File: src/rtl/io_pkg.sv
// Peripheral I/O subsystem package with bus widths, address map and register offsets
package io_pkg;

   // ****************************************
   // Bus widths
   // ****************************************
   localparam int WB_DW = 32;
   localparam int WB_AW = 16;

   // Address fields as seen by the decoder and the slaves
   typedef struct packed {
      logic [3:0] sel;      // slave select, bits 15:12
      logic [8:0] reg_off;  // 64-bit register index, bits 11:3
      logic       half;     // upper word of a 64-bit register
      logic [1:0] lane;     // byte lane
   } wb_addr_f_t;

   typedef union packed {
      logic [WB_AW-1:0] raw;
      wb_addr_f_t       f;
   } wb_addr_u;

   // ****************************************
   // Address map
   // ****************************************
   localparam logic [3:0] SEL_SYSCON = 4'h1;
   localparam logic [3:0] SEL_SPI    = 4'h2;

   // System controller byte offsets
   localparam logic [11:0] SYS_GPIO_OUT = 12'h000;
   localparam logic [11:0] SYS_GPIO_IN  = 12'h004;
   localparam logic [11:0] SYS_SW_IRQ   = 12'h008;
   localparam logic [11:0] SYS_MTIME    = 12'h010;
   localparam logic [11:0] SYS_MTIMECMP = 12'h014;

   // SPI register indices, 8 bytes apart
   localparam logic [8:0] SPI_CTRL = 9'd0;
   localparam logic [8:0] SPI_DATA = 9'd1;
   localparam logic [8:0] SPI_STAT = 9'd2;

   localparam int IRQ_W = 3;

endpackage

File: src/rtl/io_subsystem.sv
// I/O subsystem top joining the Wishbone decoder, system controller and SPI flash master
`timescale 1ns/1ps

module io_subsystem #(
   parameter int GPIO_W  = 32,
   parameter int SPI_DIV = 2
) (
   input  logic                      clk,
   input  logic                      i_rst_n,
   input  logic [io_pkg::WB_AW-1:0]  i_wb_adr,
   input  logic [io_pkg::WB_DW-1:0]  i_wb_dat,
   input  logic [3:0]                i_wb_sel,
   input  logic                      i_wb_we,
   input  logic                      i_wb_cyc,
   input  logic                      i_wb_stb,
   output logic [io_pkg::WB_DW-1:0]  o_wb_rdt,
   output logic                      o_wb_ack,
   output logic                      o_wb_err,
   input  logic [GPIO_W-1:0]         i_gpio,
   output logic [GPIO_W-1:0]         o_gpio,
   output logic                      o_spi_sclk,
   output logic                      o_spi_cs_n,
   output logic                      o_spi_mosi,
   input  logic                      i_spi_miso,
   output logic [io_pkg::IRQ_W-1:0]  o_irq,
   output logic                      o_timer_irq
);
   import io_pkg::*;

   logic             syscon_stb;
   logic             spi_stb;
   logic [WB_DW-1:0] syscon_rdt;
   logic [WB_DW-1:0] spi_rdt;
   logic             syscon_ack;
   logic             spi_ack;
   logic             spi_irq;
   logic             sw_irq3;
   logic             sw_irq4;

   // External interrupt lines, SPI in bit 0
   assign o_irq = {sw_irq4, sw_irq3, spi_irq};

   wb_decoder wb_decoder_inst (
      .clk          (clk),
      .i_rst_n      (i_rst_n),
      .i_wb_adr     (i_wb_adr),
      .i_wb_cyc     (i_wb_cyc),
      .i_wb_stb     (i_wb_stb),
      .o_syscon_stb (syscon_stb),
      .o_spi_stb    (spi_stb),
      .i_syscon_rdt (syscon_rdt),
      .i_spi_rdt    (spi_rdt),
      .i_syscon_ack (syscon_ack),
      .i_spi_ack    (spi_ack),
      .o_wb_rdt     (o_wb_rdt),
      .o_wb_ack     (o_wb_ack),
      .o_wb_err     (o_wb_err)
   );

   syscon #(
      .GPIO_W (GPIO_W)
   ) syscon_inst (
      .clk         (clk),
      .i_rst_n     (i_rst_n),
      .i_adr       (i_wb_adr),
      .i_dat       (i_wb_dat),
      .i_sel       (i_wb_sel),
      .i_we        (i_wb_we),
      .i_stb       (syscon_stb),
      .o_rdt       (syscon_rdt),
      .o_ack       (syscon_ack),
      .i_gpio      (i_gpio),
      .o_gpio      (o_gpio),
      .o_sw_irq3   (sw_irq3),
      .o_sw_irq4   (sw_irq4),
      .o_timer_irq (o_timer_irq)
   );

   // SPI master has a byte-wide data path
   spi_ctrl #(
      .SPI_DIV (SPI_DIV)
   ) spi_ctrl_inst (
      .clk     (clk),
      .i_rst_n (i_rst_n),
      .i_adr   (i_wb_adr),
      .i_dat   (i_wb_dat[7:0]),
      .i_we    (i_wb_we),
      .i_stb   (spi_stb),
      .o_rdt   (spi_rdt),
      .o_ack   (spi_ack),
      .o_irq   (spi_irq),
      .o_sclk  (o_spi_sclk),
      .o_cs_n  (o_spi_cs_n),
      .o_mosi  (o_spi_mosi),
      .i_miso  (i_spi_miso)
   );

endmodule

File: src/rtl/spi_ctrl.sv
// Byte-wide mode-0 SPI flash master with a Wishbone register window and done interrupt
`timescale 1ns/1ps

module spi_ctrl #(
   parameter int SPI_DIV = 2
) (
   input  logic                     clk,
   input  logic                     i_rst_n,
   input  io_pkg::wb_addr_u         i_adr,
   input  logic [7:0]               i_dat,
   input  logic                     i_we,
   input  logic                     i_stb,
   output logic [io_pkg::WB_DW-1:0] o_rdt,
   output logic                     o_ack,
   output logic                     o_irq,
   output logic                     o_sclk,
   output logic                     o_cs_n,
   output logic                     o_mosi,
   input  logic                     i_miso
);
   import io_pkg::*;

   localparam int DIV_W = $clog2(SPI_DIV + 1);

   // Shift engine states
   localparam logic [1:0] ST_IDLE    = 2'd0;
   localparam logic [1:0] ST_SETUP   = 2'd1;
   localparam logic [1:0] ST_SHIFT   = 2'd2;
   localparam logic [1:0] ST_RELEASE = 2'd3;

   logic             ack_q;
   logic             access;
   logic             wr_en;
   logic             rd_en;
   logic [8:0]       rd_reg;
   logic [1:0]       ctrl_q;
   logic             done_q;
   logic             busy;
   logic [1:0]       state_q;
   logic [DIV_W-1:0] div_q;
   logic             div_end;
   logic [2:0]       bit_q;
   logic             sclk_q;
   logic             miso_q;
   logic [7:0]       shift_q;

   assign access = i_stb & ~ack_q;
   // Upper-word writes land on no register
   assign wr_en  = access & i_we & ~i_adr.f.half;
   assign rd_en  = access & ~i_we;

   // Upper-word reads are sent to CTRL so a split 64-bit read pops DATA only once
   assign rd_reg = i_adr.f.half ? SPI_CTRL : i_adr.f.reg_off;

   assign busy    = (state_q != ST_IDLE);
   assign div_end = (div_q == DIV_W'(SPI_DIV - 1));

   // ****************************************
   // Registers and shift engine
   // ****************************************
   always_ff @(posedge clk or negedge i_rst_n) begin
      if (!i_rst_n) begin
         ack_q   <= 1'b0;
         ctrl_q  <= 2'b00;
         done_q  <= 1'b0;
         state_q <= ST_IDLE;
         div_q   <= '0;
         bit_q   <= 3'd0;
         sclk_q  <= 1'b0;
         miso_q  <= 1'b0;
         shift_q <= 8'h00;
      end else begin
         ack_q <= i_stb & ~ack_q;

         if (wr_en && i_adr.f.reg_off == SPI_CTRL) begin
            ctrl_q <= i_dat[1:0];
         end

         // Reading the received byte acknowledges it
         if (rd_en && rd_reg == SPI_DATA) begin
            done_q <= 1'b0;
         end

         case (state_q)
            ST_IDLE: begin
               if (wr_en && i_adr.f.reg_off == SPI_DATA && ctrl_q[0]) begin
                  shift_q <= i_dat;
                  done_q  <= 1'b0;
                  state_q <= ST_SETUP;
               end
            end
            ST_SETUP: begin
               // One clock of chip select before the first edge
               div_q   <= '0;
               bit_q   <= 3'd0;
               state_q <= ST_SHIFT;
            end
            ST_SHIFT: begin
               if (div_end) begin
                  div_q  <= '0;
                  sclk_q <= ~sclk_q;
                  if (!sclk_q) begin
                     miso_q <= i_miso;
                  end else begin
                     // Falling edge, next MSB goes out
                     shift_q <= {shift_q[6:0], miso_q};
                     bit_q   <= bit_q + 3'd1;
                     if (bit_q == 3'd7) begin
                        state_q <= ST_RELEASE;
                     end
                  end
               end else begin
                  div_q <= div_q + 1'b1;
               end
            end
            ST_RELEASE: begin
               done_q  <= 1'b1;
               state_q <= ST_IDLE;
            end
            default: state_q <= ST_IDLE;
         endcase
      end
   end

   // ****************************************
   // Read mux and outputs
   // ****************************************
   always_comb begin
      case (rd_reg)
         SPI_CTRL: o_rdt = WB_DW'(ctrl_q);
         SPI_DATA: o_rdt = WB_DW'(shift_q);
         SPI_STAT: o_rdt = WB_DW'({done_q, busy});
         default:  o_rdt = '0;
      endcase
   end

   assign o_ack  = ack_q;
   assign o_irq  = done_q & ctrl_q[1];
   assign o_sclk = sclk_q;
   assign o_cs_n = ~busy;
   assign o_mosi = shift_q[7];

endmodule

File: src/rtl/syscon.sv
// System controller with GPIO registers, software interrupts and a machine timer
`timescale 1ns/1ps

module syscon #(
   parameter int GPIO_W = 32
) (
   input  logic                     clk,
   input  logic                     i_rst_n,
   input  io_pkg::wb_addr_u         i_adr,
   input  logic [io_pkg::WB_DW-1:0] i_dat,
   input  logic [3:0]               i_sel,
   input  logic                     i_we,
   input  logic                     i_stb,
   output logic [io_pkg::WB_DW-1:0] o_rdt,
   output logic                     o_ack,
   input  logic [GPIO_W-1:0]        i_gpio,
   output logic [GPIO_W-1:0]        o_gpio,
   output logic                     o_sw_irq3,
   output logic                     o_sw_irq4,
   output logic                     o_timer_irq
);
   import io_pkg::*;

   logic [11:0]       offset;
   logic [WB_DW-1:0]  wmask;
   logic              wr_en;
   logic              ack_q;
   logic [GPIO_W-1:0] gpio_out_q;
   logic [GPIO_W-1:0] gpio_in_q;
   logic [1:0]        sw_irq_q;
   logic [WB_DW-1:0]  mtime_q;
   logic [WB_DW-1:0]  mtimecmp_q;
   logic              timer_irq_q;

   // Keep the old bits outside the selected byte lanes
   function automatic logic [WB_DW-1:0] merge(input logic [WB_DW-1:0] old_val,
                                              input logic [WB_DW-1:0] new_val,
                                              input logic [WB_DW-1:0] mask);
      merge = (old_val & ~mask) | (new_val & mask);
   endfunction

   // Word offset inside the 4 KiB window, lane bits dropped
   assign offset = {i_adr.raw[11:2], 2'b00};
   assign wmask  = {{8{i_sel[3]}}, {8{i_sel[2]}}, {8{i_sel[1]}}, {8{i_sel[0]}}};
   assign wr_en  = i_stb & i_we & ~ack_q;

   // ****************************************
   // Registers and timer
   // ****************************************
   always_ff @(posedge clk or negedge i_rst_n) begin
      if (!i_rst_n) begin
         ack_q       <= 1'b0;
         gpio_out_q  <= '0;
         sw_irq_q    <= 2'b00;
         mtime_q     <= '0;
         mtimecmp_q  <= '1;
         timer_irq_q <= 1'b0;
      end else begin
         ack_q       <= i_stb & ~ack_q;
         timer_irq_q <= (mtime_q >= mtimecmp_q);
         mtime_q     <= mtime_q + 1'b1;
         if (wr_en) begin
            case (offset)
               SYS_GPIO_OUT: gpio_out_q <= GPIO_W'(merge(WB_DW'(gpio_out_q), i_dat, wmask));
               SYS_SW_IRQ:   sw_irq_q   <= 2'(merge(WB_DW'(sw_irq_q), i_dat, wmask));
               SYS_MTIME:    mtime_q    <= merge(mtime_q, i_dat, wmask);
               SYS_MTIMECMP: mtimecmp_q <= merge(mtimecmp_q, i_dat, wmask);
               default: ;
            endcase
         end
      end
   end

   // Input sampling for the GPIO_IN view
   always_ff @(posedge clk) begin
      gpio_in_q <= i_gpio;
   end

   // ****************************************
   // Read mux
   // ****************************************
   always_comb begin
      case (offset)
         SYS_GPIO_OUT: o_rdt = WB_DW'(gpio_out_q);
         SYS_GPIO_IN:  o_rdt = WB_DW'(gpio_in_q);
         SYS_SW_IRQ:   o_rdt = WB_DW'(sw_irq_q);
         SYS_MTIME:    o_rdt = mtime_q;
         SYS_MTIMECMP: o_rdt = mtimecmp_q;
         default:      o_rdt = '0;
      endcase
   end

   assign o_ack       = ack_q;
   assign o_gpio      = gpio_out_q;
   assign o_sw_irq3   = sw_irq_q[0];
   assign o_sw_irq4   = sw_irq_q[1];
   assign o_timer_irq = timer_irq_q;

endmodule

File: src/rtl/wb_decoder.sv
// Wishbone address decoder that steers strobes, muxes responses and flags unmapped accesses
`timescale 1ns/1ps

module wb_decoder (
   input  logic                     clk,
   input  logic                     i_rst_n,
   input  io_pkg::wb_addr_u         i_wb_adr,
   input  logic                     i_wb_cyc,
   input  logic                     i_wb_stb,
   output logic                     o_syscon_stb,
   output logic                     o_spi_stb,
   input  logic [io_pkg::WB_DW-1:0] i_syscon_rdt,
   input  logic [io_pkg::WB_DW-1:0] i_spi_rdt,
   input  logic                     i_syscon_ack,
   input  logic                     i_spi_ack,
   output logic [io_pkg::WB_DW-1:0] o_wb_rdt,
   output logic                     o_wb_ack,
   output logic                     o_wb_err
);
   import io_pkg::*;

   logic req;
   logic hit_syscon;
   logic hit_spi;
   logic err_q;

   assign req        = i_wb_cyc & i_wb_stb;
   assign hit_syscon = (i_wb_adr.f.sel == SEL_SYSCON);
   assign hit_spi    = (i_wb_adr.f.sel == SEL_SPI);

   // Slaves never see cyc, so it is folded into their strobe
   assign o_syscon_stb = req & hit_syscon;
   assign o_spi_stb    = req & hit_spi;

   // ****************************************
   // Unmapped access error
   // ****************************************
   // Self-clearing, so a held request still gives a single pulse
   always_ff @(posedge clk or negedge i_rst_n) begin
      if (!i_rst_n) begin
         err_q <= 1'b0;
      end else begin
         err_q <= req & ~hit_syscon & ~hit_spi & ~err_q;
      end
   end

   assign o_wb_err = err_q;

   // ****************************************
   // Response mux
   // ****************************************
   always_comb begin
      case (i_wb_adr.f.sel)
         SEL_SYSCON: begin
            o_wb_rdt = i_syscon_rdt;
            o_wb_ack = i_syscon_ack;
         end
         SEL_SPI: begin
            o_wb_rdt = i_spi_rdt;
            o_wb_ack = i_spi_ack;
         end
         default: begin
            // Error path returns zero data
            o_wb_rdt = '0;
            o_wb_ack = 1'b0;
         end
      endcase
   end

endmodule

File: config.mk
export PLATFORM = sky130hd
export DESIGN_NAME = io_subsystem
export DESIGN_NICKNAME = d
export VERILOG_FILES = /design/src/rtl/io_pkg.sv /design/src/rtl/io_subsystem.sv /design/src/rtl/spi_ctrl.sv /design/src/rtl/syscon.sv /design/src/rtl/wb_decoder.sv
export SDC_FILE = /design/constraint.sdc
export NUM_CORES = 1
export LEC_CHECK = 0
export BUFFER_PORTS_ARGS = -buffer_cell sky130_fd_sc_hd__buf_2
export CORE_MARGIN = 3
export CORE_UTILIZATION = 26
export CTS_CLUSTER_SIZE = 20
export DETAILED_ROUTE_END_ITERATION = 10
export PLACE_DENSITY = 0.53
export SYNTH_ARGS = -nofsm -noshare
export SYNTH_HDL_FRONTEND = slang
export SYNTH_SLANG_ARGS = --single-unit
export TNS_END_PERCENT = 50
File: constraint.sdc
create_clock -name clk -period 5.8 [get_ports clk]
set_input_delay 0.87 -clock clk [delete_from_list [all_inputs] [get_ports clk]]
set_output_delay 0.87 -clock clk [all_outputs]
set_load 0.01 [all_outputs]
==> reports/results.md, run 1 <==
• run status: finished, final reports clean
• cell internal pwr: 0.00184 W
• worst endpoint data arrival time: 3.28 ns
• cell with the most instances on the worst path: sky130_fd_sc_hd__buf_2
• Synth warnings: 0
• Setup Total Neg Slack: 0 ns
• biggest area consumer among synthesized cells: sky130_fd_sc_hd__dfrtp_1
• input/output buffers: 160
• CP Buf/Inv Count: 2
• leftover overflow at the end of global routing: 0
• end of the worst hold path: wb_decoder_inst.o_wb_err$_DFF_PN0_
• clock network fraction of design power: 46.5%
• growth of design area from synthesis to finish: 22.3%
• biggest cell delay along the critical path: 0.79 ns
• Remaining DRCs: 0
• leakage power summed over all cells: 4.68 nW
• CTS tree: done
• number of stages on the worst hold path: 1
• class of the worst hold path: reg -> reg
• Net Count, Synth: 947
• Hold Slack: 0.457 ns
• number of global-route vias before repair: 6966
• source of the worst hold timing path: wb_decoder_inst.o_wb_err$_DFF_PN0_
• Cell Area, Synth: 0.00805 sq mm
• class of the most critical setup path: in -> out
• number of cells on the worst reg-to-reg path: 6
• clock-pin slew on the worst setup and hold paths: 0.07 ns
• commonest register cell after synthesis: sky130_fd_sc_hd__dfrtp_1
• family with the most delay on the worst path: simple AND/OR/NAND/NOR gates
• via/cell ratio: 5.04
• antenna fix cells: 0
• height of the die: 182 microns
• number of cells on the critical path: 7
• Final Slew Violations: 0
• nets@finish: 1093
• maximum level of the CTS H-tree: 4
• length of the first detailed-routing pass in iterations: 5
• post-cts hold buffer count: 0
• kind of launch point of the worst setup path: input port
• Root Buffer Master: sky130_fd_sc_hd__clkbuf_16
• Tcrit/Tclk final: 71.6%
• MaxCap Viol Count: 0
• violation count after the first detailed-route iteration: 443
• number of synthesized register bits: 154
• switching share of power: 25.3%
• average detailed-routed wire length per instance: 18.8 microns
• source-to-sink clock delay at the later pin of the worst-skew pair: 0.44 ns
• total of endpoints with negative setup slack in the final report: 0
• site row count: 63
• upper clock frequency limit: 241 MHz
• wire length of the first global-routing pass: 40.0 mm
• unrepaired setup endpoints after global routing: no
• Max transition margin: 33.4%
• proportion of synthesized flip-flops having asynchronous set or reset: 79.2%
• leading cell types by total area after synthesis: sky130_fd_sc_hd__dfrtp_1, sky130_fd_sc_hd__dfstp_2, sky130_fd_sc_hd__dfxtp_1
• Final Skew: 0.0141 ns
• clock period minus final worst setup slack: 4.15 ns
• die area: 0.0331 sq mm
• die extent in x: 182 microns
• Global Route Usage Sum: 15.3%
• synth unique cells: 63
• initial antenna violation count: 1
• Slew @ Worst Pin: 0.999 ns
• deepest clock path buffer count: 2
• portion of total power attributed to sequential cells: 47.6%
• Slowest cell on crit path: sky130_fd_sc_hd__nor4_1
• Post-synth EDFFs: 0
• Num CTS Buffers: 17
• reg-to-reg endpoint: syscon_inst.o_timer_irq$_DFF_PN0_
• post-CTS setup buffer count: 0
• number of routed nets with antenna violations: 0
• capturing element type of the critical path: primary output
• top cell type's share of synthesized area: 28.0%
• Data required, critical path: 4.93 ns
• routability-driven placement congestion ratio: 0.775
• net switching power of the design: 0.000623 W
• worst-path maximum fanout: 11
• Initial Util: 26.7%
• fraction of final layout cells sized beyond drive strength 1: 30.1%
• Post-Syn Area per Cell: 9.84 sq um
• io pins: 163
• count of final hold-check violations: 0
• Power per Cell Area: 250 mW/mm^2
• sum of net half-perimeters after detailed placement: 18.9 mm
• via total after detailed routing: 6896
• number of instances in the synthesized netlist: 818
• maximum vdd drop: 198 uV
• series of cell instances along the critical path: buf_2 > nor4_1 > nand4_1 > o22ai_1 > a221oi_1 > o21ai_0 > buf_2
• final wirelength: 25.7 mm
• area of the core: 0.0301 sq mm
• Post-CTS Resized: 0
• register area share after synthesis: 46.4%
• pin count of the biggest net entering global routing: 72
• FF-to-FF setup slack: 3.19 ns
• share of power burned in combinational logic: 5.9%
• clock sinks: 154
==> area by class of cell <==
class	instances	area, sq um
inverters	46	173
well taps	390	488
repair buffers	175	916
clock buffers	20	447
fillers	3150	20300
clock inverters	12	140
flip-flops and latches	154	3730
multi-input cells	570	3950
==> per-layer routing <==
metal / track usage [%] / wire, microns / vias up
met5: 0 / 7 / -
met4: 3.20 / 221 / 2
met3: 3.19 / 1020 / 17
met2: 25.7 / 12500 / 149
met1: 20.5 / 12000 / 3390
li1: - / - / 3338
==> power groups by stage <==
stage                     combinational, W  clock (W)  sequential [W]
after floorplan                  0.0000660          0         0.00118
after global placement            0.000144          0         0.00119
after detailed placement          0.000147          0         0.00119
after CTS                         0.000148    0.00118         0.00117
after global routing              0.000165    0.00121         0.00118
final                             0.000145    0.00115         0.00117
==> kinds of logic (layout without fill, tap and decap cells) <==
family	after synthesis	count (layout)	share of synthesized area, %
flops	154	154	46.4
fa+ha+maj	39	39	6.06
mux	60	60	8.31
compound gates	215	215	18.3
buf+inv	94	253	4.75
simple gates	255	255	16.1
xor+xnor	1	1	0.109
==> Yosys cell counts (8+ instances only) <==
| master | count |
|---|---|
| sky130_fd_sc_hd__clkbuf_1 | 30 |
| sky130_fd_sc_hd__o211ai_1 | 11 |
| sky130_fd_sc_hd__nand2_1 | 98 |
| sky130_fd_sc_hd__nand3_1 | 32 |
| sky130_fd_sc_hd__dfxtp_1 | 32 |
| sky130_fd_sc_hd__nor4_1 | 10 |
| sky130_fd_sc_hd__mux2_2 | 47 |
| sky130_fd_sc_hd__a222oi_1 | 30 |
| sky130_fd_sc_hd__dfrtp_1 | 90 |
| sky130_fd_sc_hd__ha_1 | 39 |
| sky130_fd_sc_hd__o21ai_0 | 53 |
| sky130_fd_sc_hd__mux2_1 | 8 |
| sky130_fd_sc_hd__nor2_1 | 29 |
| sky130_fd_sc_hd__buf_2 | 15 |
| sky130_fd_sc_hd__inv_1 | 46 |
| sky130_fd_sc_hd__and3_1 | 22 |
| sky130_fd_sc_hd__a21oi_1 | 51 |
| sky130_fd_sc_hd__a211oi_1 | 13 |
| sky130_fd_sc_hd__nor3_1 | 16 |
| sky130_fd_sc_hd__dfstp_2 | 32 |
| sky130_fd_sc_hd__a21o_1 | 9 |
| sky130_fd_sc_hd__nand4_1 | 12 |
==> stage by stage <==
stage	worst slack, ns	instance area (sq um)	instances	total power [W]	util [%]
2_1_floorplan	2.19	8050	818	0.00124	-
3_3_place_gp	1.54	9260	1335	0.00134	30.7
3_5_place_dp	1.62	9260	1335	0.00134	30.7
4_1_cts	1.60	9850	1367	0.00250	32.7
5_1_grt	1.45	9850	1367	0.00256	32.7
6_report	1.65	9850	1367	0.00246	32.7
==> cell usage in the layout (no fill, tap or decap), drive strengths merged, types with 13 or more instances in the layout <==
cell type    n
buf        175
nand2       98
dfrtp       90
o21ai       55
mux2        55
a21oi       51
inv         50
ha          39
nand3       32
dfstp       32
dfxtp       32
a222oi      30
nor2        29
and3        22
clkbuf      20
nor3        16
a211oi      13
==> worst max path at each step <==
stage / startpoint / endpoint / slack [ns]
3_5_place_dp: i_wb_adr[8] / o_wb_rdt[0] / 1.62
3_3_place_gp: i_wb_adr[8] / o_wb_rdt[0] / 1.54
4_1_cts: i_wb_adr[8] / o_wb_rdt[0] / 1.60
5_1_grt: i_wb_adr[8] / o_wb_rdt[0] / 1.45
6_report: i_wb_adr[8] / o_wb_rdt[0] / 1.65
2_1_floorplan: i_wb_adr[8] / o_wb_rdt[0] / 2.19
Power figures use the tool's default switching activity.
==> run 2: changes to the inputs <==
clock period = 4.09 ns   (was 5.8 ns; I/O delays follow)
==> run 2 against run 1 <==
Compared with the run above: core utilization rose by 0.42 points; die area stayed put; clock power grew 53%; critical endpoint is now o_wb_rdt[31]; cell count grew 0.59%; hold slack got worse by 0.19 ns; non-clock buffer count up 7; register-to-register slack worse by 1.4 ns; first-iteration DRC count is 24% higher; via count rose by 1.0%; critical path depth unchanged; largest power group is now the clock network; worst setup slack lost 0.99 ns; sequential power up 43%.
==> reports/results.md, run 2 (same netlist as run 1, synthesis figures left out) <==
• area of the core: 0.0301 sq mm
• fraction of final layout cells sized beyond drive strength 1: 30.6%
• most common cell after layout, fill and taps aside: sky130_fd_sc_hd__buf_2
• leakage power summed over all cells: 4.74 nW
• post-CTS setup buffer count: 0
• final wirelength: 25.8 mm
• die area: 0.0331 sq mm
• most used cells in the layout excluding fill and tap cells: sky130_fd_sc_hd__buf_2, sky130_fd_sc_hd__nand2_1, sky130_fd_sc_hd__dfrtp_1, sky130_fd_sc_hd__o21ai_0, sky130_fd_sc_hd__a21oi_1
• worst setup slack before clock tree synthesis: 0.655 ns
• Final Slew Violations: 0
• Post-CTS Resized: 0
• worst endpoint data arrival time: 2.81 ns
• run status: finished, final reports clean
• growth of design area from synthesis to finish: 23.8%
• clock period minus final worst setup slack: 3.43 ns
• sum of net half-perimeters after detailed placement: 19.1 mm
• site row count: 63
• cell with the most instances on the worst path: sky130_fd_sc_hd__buf_2
• worst-path maximum fanout: 16
• source-to-sink clock delay at the later pin of the worst-skew pair: 0.44 ns
• class of the most critical setup path: in -> out
• FF-to-FF setup slack: 1.76 ns
• upper clock frequency limit: 292 MHz
• violation count after the first detailed-route iteration: 549
• Tcrit/Tclk final: 83.8%
• series of cell instances along the critical path: buf_2 > or4_1 > nor4_2 > buf_4 > a222oi_1 > a21oi_1 > buf_2
• kind of launch point of the worst setup path: input port
• initial antenna violation count: 2
• deepest clock path buffer count: 2
• io pins: 163
• Power per Cell Area: 365 mW/mm^2
• number of cells on the worst reg-to-reg path: 5
• class of the worst hold path: in -> async
• Global Route Usage Sum: 15.6%
• count of final hold-check violations: 0
• Slew @ Worst Pin: 0.882 ns
• post-cts hold buffer count: 0
• die extent in x: 182 microns
• CTS tree: done
• Slowest cell on crit path: sky130_fd_sc_hd__or4_1
• Num CTS Buffers: 17
• capturing element type of the critical path: primary output
• Initial Util: 26.7%
• total of endpoints with negative setup slack in the final report: 0
• via total after detailed routing: 6968
• Data required, critical path: 3.48 ns
• unrepaired setup endpoints after global routing: no
• routability-driven placement congestion ratio: 0.780
• family with the most delay on the worst path: simple AND/OR/NAND/NOR gates
• MaxCap Viol Count: 0
• clock-pin slew on the worst setup and hold paths: 0.06 ns
• final setup margin: 0.664 ns
• CP Buf/Inv Count: 3
• Remaining DRCs: 0
• number of routed nets with antenna violations: 0
• nets@finish: 1100
• Final Skew: 0.0163 ns
• length of the first detailed-routing pass in iterations: 5
• number of global-route vias before repair: 7072
• Filler Cell Count: 3152
• average detailed-routed wire length per instance: 18.8 microns
• wire length of the first global-routing pass: 40.6 mm
• Root Buffer Master: sky130_fd_sc_hd__clkbuf_16
• maximum level of the CTS H-tree: 4
• Setup Total Neg Slack: 0 ns
• biggest cell delay along the critical path: 0.74 ns
• maximum vdd drop: 294 uV
• height of the die: 182 microns
• pin count of the biggest net entering global routing: 65
• input/output buffers: 160
• leftover overflow at the end of global routing: 0
• clock sinks: 154
• Max transition margin: 40.9%
• via/cell ratio: 5.07
[run 2: cell types whose count changed in the layout (fill, tap and decap cells not counted), sizes merged]
cell | previous run | this run
buf | 175 | 182
bufinv | 2 | 5
clkinv | 3 | 2
clkinvlp | 3 | 5
diode | 0 | 1
inv | 50 | 46
[run 2: area by class of cell]
type	count	area [sq um]	share of cell area, %
tap	390	488	4.89
antenna	1	2.50	0.0251
clock inverter	12	198	1.98
clock buffer	20	447	4.48
multi-input combinational	570	3950	39.6
inverter	46	173	1.73
sequential	154	3730	37.4
timing repair buffer	182	981	9.84
[run 2: worst max path at each step]
| stage | start | to | cells after the start |
|---|---|---|---|
| 2_1_floorplan | i_wb_adr[8] | o_wb_rdt[0] | 6 |
| 6_report | i_wb_adr[8] | o_wb_rdt[31] | 7 |
| 4_1_cts | i_wb_adr[8] | o_wb_rdt[31] | 7 |
| 3_5_place_dp | i_wb_adr[8] | o_wb_rdt[31] | 7 |
| 5_1_grt | i_wb_adr[8] | o_wb_rdt[31] | 7 |
| 3_3_place_gp | i_wb_adr[8] | o_wb_rdt[31] | 7 |
[run 2: stage by stage]
step                power [W]  instance area [sq um]  hold slack, ns  util, %  cells
floorplan             0.00176                   8050           0.318        -    818
global placement      0.00190                   9320           0.432     31.0   1342
detailed placement    0.00190                   9320           0.432     31.0   1342
CTS                   0.00370                   9970           0.239     33.1   1374
global route          0.00379                   9970           0.247     33.1   1375
finish                0.00364                   9970           0.272     33.1   1375
[run 2: worst register-to-register path, delay by kind of cell (launching register included)]
kind / cells / cell delay (ns)
AO/OA/AOI/OAI: 1 / 0.41
flip-flops: 1 / 0.51
AND/OR/NAND/NOR: 4 / 1.32
[run 2: power by group]
part,switching [W],internal (W),total (W)
combinational,0.000113,0.0000935,0.000207
sequential,0.0000702,0.00160,0.00167
clock,0.000668,0.00110,0.00176
total,0.000851,0.00279,0.00364
[run 2: layer usage]
metal	global-route usage (%)	share of wire, %	wire (microns)
met3	3.27	4.4	1130
met5	0	0.027	7
met4	4.17	1.6	408
met2	25.6	48	12400
met1	20.9	46	11900
